===== config.mk =====
export PLATFORM = sky130hd
export DESIGN_NAME = op_engine_top
export DESIGN_NICKNAME = d
export VERILOG_FILES = /design/src/hw/op_pkg.sv /design/src/hw/op_engine_top.sv /design/src/hw/op_regs.sv /design/src/hw/op_slot_timer.sv /design/src/hw/op_state_ram.sv /design/src/hw/op_update.sv
export SDC_FILE = /design/constraint.sdc
export NUM_CORES = 2
export LEC_CHECK = 0
export BUFFER_PORTS_ARGS = -buffer_cell sky130_fd_sc_hd__buf_2
export CAP_MARGIN = 10
export CORE_MARGIN = 3
export CORE_UTILIZATION = 63
export CTS_CLUSTER_DIAMETER = 30
export CTS_CLUSTER_SIZE = 24
export DETAILED_ROUTE_END_ITERATION = 6
export PLACE_DENSITY = 0.79
export SKIP_LAST_GASP = 1
export SLEW_MARGIN = 20
export SYNTH_ARGS = -nofsm -noshare
export SYNTH_HDL_FRONTEND = slang
export SYNTH_SLANG_ARGS = --single-unit

===== constraint.sdc =====
create_clock -name clk -period 10 [get_ports clk]
set_clock_uncertainty 0.1 [all_clocks]
set_input_delay 0.5 -clock clk [delete_from_list [all_inputs] [get_ports clk]]
set_output_delay 0.5 -clock clk [all_outputs]
set_load 0.05 [all_outputs]

===== src/hw/op_pkg.sv =====
package op_pkg;

	// ~~~~~~~~~~~~~~~~~~~~~~~~~~~~~~~~~~~~~~~~~~~~~~~~~~~~~~~~~~~~~~~~~~~~~~
	// slot sequencing.
	// ~~~~~~~~~~~~~~~~~~~~~~~~~~~~~~~~~~~~~~~~~~~~~~~~~~~~~~~~~~~~~~~~~~~~~~
	localparam int num_slots = 32; // operator slots per frame.
	localparam int slot_w    = 5;  // slot index.

	// ~~~~~~~~~~~~~~~~~~~~~~~~~~~~~~~~~~~~~~~~~~~~~~~~~~~~~~~~~~~~~~~~~~~~~~
	// operator word fields.
	// ~~~~~~~~~~~~~~~~~~~~~~~~~~~~~~~~~~~~~~~~~~~~~~~~~~~~~~~~~~~~~~~~~~~~~~
	localparam int phase_w     = 20; // phase accumulator.
	localparam int att_w       = 10; // attenuation, 1023 is silent.
	localparam int out_phase_w = 10; // top phase bits reported per visit.
	localparam int eg_w        = 3;  // envelope state code.
	localparam int state_w     = phase_w + att_w + eg_w; // ram word, 33 bits.

	localparam logic [att_w-1:0] att_silent = '1;

	// ~~~~~~~~~~~~~~~~~~~~~~~~~~~~~~~~~~~~~~~~~~~~~~~~~~~~~~~~~~~~~~~~~~~~~~
	// host settings.
	// ~~~~~~~~~~~~~~~~~~~~~~~~~~~~~~~~~~~~~~~~~~~~~~~~~~~~~~~~~~~~~~~~~~~~~~
	localparam int rate_w    = 6;  // attack and decay rates.
	localparam int sus_w     = 4;  // sustain level vs top att bits.
	localparam int wr_data_w = 20; // wide enough for a phase increment.

	// off is all ones so a preloaded word is an idle, silent slot.
	typedef enum logic [eg_w-1:0] {
		eg_attack  = 3'd0,
		eg_decay   = 3'd1,
		eg_sustain = 3'd2,
		eg_release = 3'd3,
		eg_off     = 3'b111
	} eg_state_e;

	// sel_rates data: {ar, dr, sus} in bits 15:0.
	// sel_key data: bit 0 only.
	typedef enum logic [1:0] {
		sel_phase_inc = 2'd0,
		sel_rates     = 2'd1,
		sel_key       = 2'd2
	} reg_sel_e;

endpackage


===== src/hw/op_engine_top.sv =====
`timescale 1ns/10ps

// operator state engine, top level.
module op_engine_top #(
	parameter int clk_div = 2 // system cycles per slot visit.
) (
	input  logic                           clk,
	input  logic                           rst,
	input  logic                           wr,
	input  logic [op_pkg::slot_w-1:0]      wr_slot,
	input  op_pkg::reg_sel_e               wr_sel,
	input  logic [op_pkg::wr_data_w-1:0]   wr_data,
	output logic                           out_valid,
	output logic [op_pkg::slot_w-1:0]      out_slot,
	output logic [op_pkg::out_phase_w-1:0] out_phase,
	output logic [op_pkg::att_w-1:0]       out_att,
	output op_pkg::eg_state_e              out_eg
);
	import op_pkg::*;

	logic               en;
	logic [slot_w-1:0]  cur_slot, nxt_slot;
	logic [state_w-1:0] ram_q, ram_wdata;
	logic [phase_w-1:0] phase_inc;
	logic [rate_w-1:0]  ar, dr;
	logic [sus_w-1:0]   sus;
	logic               key;

	// ~~~~~~~~~~~~~~~~~~~~~~~~~~~~~~~~~~~~~~~~~~~~~~~~~~~~~~~~~~~~~~~~~~~~~~
	// sequencing and storage.
	// ~~~~~~~~~~~~~~~~~~~~~~~~~~~~~~~~~~~~~~~~~~~~~~~~~~~~~~~~~~~~~~~~~~~~~~
	op_slot_timer #(.clk_div(clk_div)) i_timer (
		.clk, .rst, .en, .cur_slot, .nxt_slot
	);

	op_state_ram i_ram (
		.clk, .en,
		.rd_slot (nxt_slot), // fetch one ahead.
		.wr_slot (cur_slot),
		.wdata   (ram_wdata),
		.q       (ram_q)
	);

	op_regs i_regs (
		.clk, .rst, .wr, .wr_slot, .wr_sel, .wr_data,
		.rd_slot (cur_slot), // settings of the slot being stored.
		.phase_inc, .ar, .dr, .sus, .key
	);

	// next state and visit outputs.
	op_update i_update (
		.clk, .rst, .en,
		.slot  (cur_slot),
		.q     (ram_q),
		.phase_inc, .ar, .dr, .sus, .key,
		.wdata (ram_wdata),
		.out_valid, .out_slot, .out_phase, .out_att, .out_eg
	);

endmodule


===== src/hw/op_regs.sv =====
`timescale 1ns/10ps

// per-slot host settings. written by select, read by slot.
module op_regs (
	input  logic                         clk,
	input  logic                         rst,
	input  logic                         wr,
	input  logic [op_pkg::slot_w-1:0]    wr_slot,
	input  op_pkg::reg_sel_e             wr_sel,
	input  logic [op_pkg::wr_data_w-1:0] wr_data,
	input  logic [op_pkg::slot_w-1:0]    rd_slot,
	output logic [op_pkg::phase_w-1:0]   phase_inc,
	output logic [op_pkg::rate_w-1:0]    ar,
	output logic [op_pkg::rate_w-1:0]    dr,
	output logic [op_pkg::sus_w-1:0]     sus,
	output logic                         key
);
	import op_pkg::*;

	// field positions inside the sel_rates word.
	localparam int sus_lsb = 0;
	localparam int dr_lsb  = sus_lsb + sus_w; // bit 4.
	localparam int ar_lsb  = dr_lsb + rate_w; // bit 10.

	logic [phase_w-1:0] inc_r [num_slots];
	logic [rate_w-1:0]  ar_r  [num_slots];
	logic [rate_w-1:0]  dr_r  [num_slots];
	logic [sus_w-1:0]   sus_r [num_slots];
	logic               key_r [num_slots];

	// ~~~~~~~~~~~~~~~~~~~~~~~~~~~~~~~~~~~~~~~~~~~~~~~~~~~~~~~~~~~~~~~~~~~~~~
	// host write port. takes effect from the next clock.
	// ~~~~~~~~~~~~~~~~~~~~~~~~~~~~~~~~~~~~~~~~~~~~~~~~~~~~~~~~~~~~~~~~~~~~~~
	always_ff @(posedge clk) begin
		if (rst) begin
			for (int i = 0; i < num_slots; i++) begin
				inc_r[i] <= '0;
				ar_r[i]  <= '0;
				dr_r[i]  <= '0;
				sus_r[i] <= '0;
				key_r[i] <= 1'b0; // all keys off.
			end
		end else if (wr) begin
			case (wr_sel)
				sel_phase_inc: begin
					inc_r[wr_slot] <= wr_data[phase_w-1:0];
				end
				sel_rates: begin
					ar_r[wr_slot]  <= wr_data[ar_lsb +: rate_w];
					dr_r[wr_slot]  <= wr_data[dr_lsb +: rate_w];
					sus_r[wr_slot] <= wr_data[sus_lsb +: sus_w];
				end
				sel_key: begin
					key_r[wr_slot] <= wr_data[0];
				end
				default: ; // unused select, ignored.
			endcase
		end
	end

	// read side, combinational for the update logic.
	always_comb begin
		phase_inc = inc_r[rd_slot];
		ar        = ar_r[rd_slot];
		dr        = dr_r[rd_slot];
		sus       = sus_r[rd_slot];
		key       = key_r[rd_slot];
	end

endmodule


===== src/hw/op_slot_timer.sv =====
`timescale 1ns/10ps

// visit sequencer. en every clk_div cycles, slot count 0..31.
module op_slot_timer #(
	parameter int clk_div = 2
) (
	input  logic                      clk,
	input  logic                      rst,
	output logic                      en,
	output logic [op_pkg::slot_w-1:0] cur_slot,
	output logic [op_pkg::slot_w-1:0] nxt_slot
);
	import op_pkg::*;

	localparam int div_w = $clog2(clk_div);
	localparam logic [div_w-1:0] div_last = div_w'(clk_div - 1);
	localparam logic [slot_w-1:0] slot_last = slot_w'(num_slots - 1);

	logic [div_w-1:0] div_cnt;

	// ~~~~~~~~~~~~~~~~~~~~~~~~~~~~~~~~~~~~~~~~~~~~~~~~~~~~~~~~~~~~~~~~~~~~~~
	// divider. en is registered, so it stays low one cycle past reset.
	// ~~~~~~~~~~~~~~~~~~~~~~~~~~~~~~~~~~~~~~~~~~~~~~~~~~~~~~~~~~~~~~~~~~~~~~
	always_ff @(posedge clk) begin
		if (rst) begin
			div_cnt <= '0;
			en      <= 1'b0;
		end else begin
			div_cnt <= (div_cnt == div_last) ? '0 : div_cnt + 1'b1;
			en      <= (div_cnt == div_last); // one cycle pulse.
		end
	end

	// slot being written back on this en.
	always_ff @(posedge clk) begin
		if (rst) begin
			cur_slot <= '0;
		end else if (en) begin
			cur_slot <= (cur_slot == slot_last) ? '0 : cur_slot + 1'b1;
		end
	end

	assign nxt_slot = (cur_slot == slot_last) ? '0 : cur_slot + 1'b1; // ram read address.

endmodule


===== src/hw/op_state_ram.sv =====
`timescale 1ns/10ps

// slot state memory. one read, one write per enable.
module op_state_ram (
	input  logic                        clk,
	input  logic                        en,
	input  logic [op_pkg::slot_w-1:0]   rd_slot,
	input  logic [op_pkg::slot_w-1:0]   wr_slot,
	input  logic [op_pkg::state_w-1:0]  wdata,
	output logic [op_pkg::state_w-1:0]  q
);
	import op_pkg::*;

	logic [state_w-1:0] mem [num_slots]; // phase, att, eg per slot.

	// power-up contents: every slot silent and off.
	initial begin
		for (int i = 0; i < num_slots; i++) begin
			mem[i] = '1;
		end
		q = '1; // first write-back sees the preload too.
	end

	// fetch next slot while the current one is stored.
	// addresses always differ by one, so no collision.
	always @(posedge clk) begin
		if (en) begin
			q <= mem[rd_slot];
			mem[wr_slot] <= wdata;
		end
	end

endmodule


===== src/hw/op_update.sv =====
`timescale 1ns/10ps

// phase and envelope step for one slot, plus registered visit outputs.
module op_update (
	input  logic                           clk,
	input  logic                           rst,
	input  logic                           en,
	input  logic [op_pkg::slot_w-1:0]      slot,
	input  logic [op_pkg::state_w-1:0]     q,
	input  logic [op_pkg::phase_w-1:0]     phase_inc,
	input  logic [op_pkg::rate_w-1:0]      ar,
	input  logic [op_pkg::rate_w-1:0]      dr,
	input  logic [op_pkg::sus_w-1:0]       sus,
	input  logic                           key,
	output logic [op_pkg::state_w-1:0]     wdata,
	output logic                           out_valid,
	output logic [op_pkg::slot_w-1:0]      out_slot,
	output logic [op_pkg::out_phase_w-1:0] out_phase,
	output logic [op_pkg::att_w-1:0]       out_att,
	output op_pkg::eg_state_e              out_eg
);
	import op_pkg::*;

	logic [phase_w-1:0] old_phase, new_phase;
	logic [att_w-1:0]   old_att, new_att;
	logic [att_w:0]     att_up;   // one spare bit for saturation.
	logic               key_hit;  // key-on from off or release.
	eg_state_e          old_eg, mid_eg, new_eg;

	// ~~~~~~~~~~~~~~~~~~~~~~~~~~~~~~~~~~~~~~~~~~~~~~~~~~~~~~~~~~~~~~~~~~~~~~
	// word layout: {phase, att, eg}.
	// ~~~~~~~~~~~~~~~~~~~~~~~~~~~~~~~~~~~~~~~~~~~~~~~~~~~~~~~~~~~~~~~~~~~~~~
	assign old_phase = q[state_w-1 -: phase_w];
	assign old_att   = q[eg_w +: att_w];
	assign old_eg    = eg_state_e'(q[eg_w-1:0]);

	assign new_phase = old_phase + phase_inc; // wraps at 20 bits.
	assign att_up    = {1'b0, old_att} + (att_w + 1)'(dr);

	always_comb begin
		key_hit = key && (old_eg == eg_off || old_eg == eg_release);

		// key off sends any live slot to release.
		mid_eg = old_eg;
		if (!key && old_eg != eg_off) begin
			mid_eg = eg_release;
		end

		new_att = old_att;
		new_eg  = mid_eg;
		if (key_hit) begin
			new_eg = eg_attack; // att held on the key-on visit.
		end else begin
			case (mid_eg)
				eg_attack: begin
					if (old_att <= att_w'(ar)) begin
						new_att = '0;
						new_eg  = eg_decay; // bottom reached.
					end else begin
						new_att = old_att - att_w'(ar);
					end
				end
				eg_decay: begin
					new_att = att_up[att_w] ? att_silent : att_up[att_w-1:0];
					if (new_att[att_w-1 -: sus_w] >= sus) begin
						new_eg = eg_sustain;
					end
				end
				eg_release: begin
					new_att = att_up[att_w] ? att_silent : att_up[att_w-1:0];
					if (new_att == att_silent) begin
						new_eg = eg_off; // fully decayed.
					end
				end
				default: ; // sustain and off hold.
			endcase
		end
	end

	assign wdata = {new_phase, new_att, new_eg}; // back to ram on en.

	// ~~~~~~~~~~~~~~~~~~~~~~~~~~~~~~~~~~~~~~~~~~~~~~~~~~~~~~~~~~~~~~~~~~~~~~
	// visit outputs, one cycle after en.
	// ~~~~~~~~~~~~~~~~~~~~~~~~~~~~~~~~~~~~~~~~~~~~~~~~~~~~~~~~~~~~~~~~~~~~~~
	always_ff @(posedge clk) begin
		if (rst) begin
			out_valid <= 1'b0;
		end else begin
			out_valid <= en;
		end
	end

	always_ff @(posedge clk) begin
		if (en) begin
			out_slot  <= slot;
			out_phase <= new_phase[phase_w-1 -: out_phase_w]; // top bits.
			out_att   <= new_att;
			out_eg    <= new_eg;
		end
	end

endmodule


==> flow_summary.json <==
{
  "fin_total_pwr_uw": 26760,
  "fin_nets": 5824,
  "grtUsageMet2": 0.5426,
  "synth_top_cell_by_area": "edfxtp_1",
  "multi_input_area_um2": 27610,
  "max_freq_mhz": 141.7,
  "clock-root-buffer": "clkbuf_16",
  "clock-sinks": 2314,
  "ir_drop_mv": 0.2661,
  "cp_max_fo": 42,
  "dr.pass1.iters": 7,
  "avgSynthCellArea_um2": 17.57,
  "ff_latch_area_um2": 69380,
  "die-area_um2": 160800,
  "timing_hold_violations_final": 0,
  "ios": 59,
  "grt.total_usage": 0.3497,
  "cp-end-kind": "flop",
  "finalMaxSlewViolations": 0,
  "grt_pass1_vias": 58850,
  "arrival_ns": 7.58,
  "holdPathStages": 4,
  "clk_pin_slew_ns": 0.05,
  "ys_top_cells_by_area": "edfxtp_1 (70%), mux4_2 (13%), and2_1 (7.3%)",
  "synth_nets": 5669,
  "wl_per_cell_um": 34.34,
  "fillers": 7968,
  "period_minus_slack_ns": 7.057,
  "synth_top_area_frac": 0.7028,
  "cts.path.max_buffers": 4,
  "synth_cells": 5596,
  "grt_pass1_wl_mm": 404.1,
  "drv_cap": 0,
  "ant_nets": 0,
  "synth_seq_cells": 2314,
  "row_count": 144,
  "clk-insertion-delay-late_ns": 0.97,
  "via_per_inst": 7.012,
  "post_cts_resized": 0,
  "drtIter0Drc": 8424,
  "drc": 4,
  "vias": 57030,
  "use_met1": 0.4576,
  "drive_above_1_share": 0.2717,
  "synth_ff_type": "edfxtp_1",
  "fp.dieH_um": 401.1,
  "rsz0062_at_grt": "false",
  "tightestPinTransition_ns": 1.168,
  "setup_tns_ns": 0,
  "pwr_density_cell_nw_per_um2": 232.6,
  "synth_edf_count": 2301,
  "worstSetupPathType": "flop to flop",
  "initial_utilization": 0.6360,
  "met3_usage": 0.09594,
  "setup_viol": 0,
  "final_core_util": 0.7442,
  "antenna_found_initial": 16,
  "syn_area_um2": 98320,
  "fin_crit_sh": 0.7057,
  "grt.busiest_layer": "met2",
  "io_buffers": 58,
  "rr_worst_depth": 14,
  "grt_overflow": 0,
  "cts_max_level": 5,
  "routed_wl_mm": 279.3,
  "area_delta_synth_final_pct": 17.01,
  "cts-buffers-inserted": 421,
  "die-width_um": 401.1,
  "cts_tree": "done",
  "p_leak_uw": 0.03787,
  "finalWeightedCongestion": 0.8604,
  "hpwl_mm": 135.5,
  "start_kind": "flop",
  "core_area_um2": 154600,
  "yosysUniqueCellTypes": 62,
  "violations": "DRC",
  "status": "complete, but fails checks",
  "maxSlewHeadroom": 0.2214,
  "grt_max_degree": 182,
  "worst_ep_required_time_ns": 10.52,
  "ys_seq_area_frac": 0.7054,
  "hold_class": "input port to flop",
  "async_flop_share": 0,
  "yosys_warnings": 0
}
==> metal layers <==
layer,part of all wire,wire length [um]
met1,0.33,91960
met2,0.48,133000
met3,0.13,37690
met4,0.059,16450
met5,0.00053,149
==> path summary, 6_finish.rpt <==
path                                                  from                            end  slack (ns)
worst max register to register                        flop    i_ram.mem[23][32]$_DFFE_PP_        2.94
worst min register to register  i_timer.div_cnt$_SDFF_PP0_     i_timer.div_cnt$_SDFF_PP0_        0.32
worst min-delay path                            wr_slot[3]  i_regs.key_r[3]$_SDFFCE_PN0P_        0.11
worst max-delay path                                  flop    i_ram.mem[23][32]$_DFFE_PP_        2.94
==> synthesized netlist by cell type (all sizes together), types with 4 or more instances <==
library cell and instances:
dfxtp 13, inv 19, and3 5, o221ai 136
xnor2 17, clkbuf 374, a21oi 20, mux2i 16
o22ai 133, o21ai 150, nor2 180, nand3 8
o211ai 6, a22oi 7, o21bai 32, o31ai 8
and2 1154, and3b 4, a211oi 4, nor3 15
buf 106, xor2 4, nor2b 10, a22o 4
a21o 8, mux2 62, or2 65, o21a 12
edfxtp 2301, nand2b 6, mux4 563, nor3b 6
o31a 4, ha 40, nand2 60, or3 6
==> worst max-delay path, cell delays in order, from the launching register on <==
cell and delay [ns]:
dfxtp_4 0.87, buf_12 0.37, buf_4 0.51, mux4_2 0.59
mux4_2 0.55, mux2i_1 0.32, inv_1 0.09, ha_1 0.33
a211oi_1 0.32, nor2_1 0.16, o221ai_1 0.43, nand2_1 0.22
o41ai_2 0.69, o31ai_1 0.37, xnor2_4 0.72
==> power breakdown <==
| group | internal [uW] | switching, uW |
|---|---|---|
| logic | 483 | 989 |
| registers | 11200 | 114 |
| clock network | 8990 | 4960 |
| total | 20700 | 6070 |
==> timing repair <==
| action | CTS | global route |
|---|---|---|
| hold buffers | 1 | 0 |
| endpoints found under the hold margin | 4 | 0 |
| buffers inserted | 0 | 0 |
==> cell type report <==
| cell class | instances | area share |
|---|---|---|
| sequential | 2314 | 0.6031 |
| timing repair buffer | 212 | 0.01344 |
| tap | 2044 | 0.02223 |
| multi-input combinational | 2783 | 0.2400 |
| antenna | 6 | 0.0001305 |
| inverter | 19 | 0.0006199 |
| clock inverter | 293 | 0.02611 |
| clock buffer | 462 | 0.09439 |
==> placed cells by master (no fill, tap or decap), types with 55 or more instances in the layout <==
cell / instances
clkbuf_16: 429
or2_2: 64
buf_4: 150
mux4_2: 562
nand2_1: 59
o21ai_0: 146
o22ai_1: 133
and2_1: 1153
clkinvlp_4: 56
edfxtp_1: 2301
o221ai_1: 133
nor2_1: 136
mux2_2: 62
clkinv_1: 55
==> cell families (layout without fill, tap and decap cells) <==
family                   Yosys count  in the layout  share of synthesized area
adder cells (fa/ha/maj)           43             43                   0.005701
AND/OR/NAND/NOR                 1533           1533                    0.09157
AO/OA/AOI/OAI                    545            545                    0.03773
buffers and inverters            499            986                    0.01998
multiplexers                     641            641                     0.1377
other                              0              6                          0
XOR/XNOR                          21             21                   0.001871
flip-flops                      2314           2314                     0.7054
==> flip-flops by register name, summed over array words and instances, names as in the netlist, named ones only <==
register / count
i_regs.key_r: 32
i_update.out_att: 10
i_update.out_valid: 1
i_ram.mem: 1056
i_regs.dr_r: 192
i_update.out_phase: 10
i_ram.q: 33
i_timer.div_cnt: 1
i_regs.sus_r: 128
i_update.out_slot: 5
i_timer.cur_slot: 5
i_regs.inc_r: 640
i_timer.en: 1
i_update.out_eg: 3
i_regs.ar_r: 192
==> metrics by stage <==
step	setup slack [ns]	std cells	area, um^2	hold slack (ns)
final	2.943	8133	115000	0.1134
after global routing	2.475	8127	115000	0.1326
after CTS	2.318	8127	114900	0.04530
after detailed placement	2.780	7371	101000	0.3044
after global placement	2.902	7371	101000	0.2918
after floorplan	2.623	5596	98320	0.2845
(Power assumes the default switching activity.)
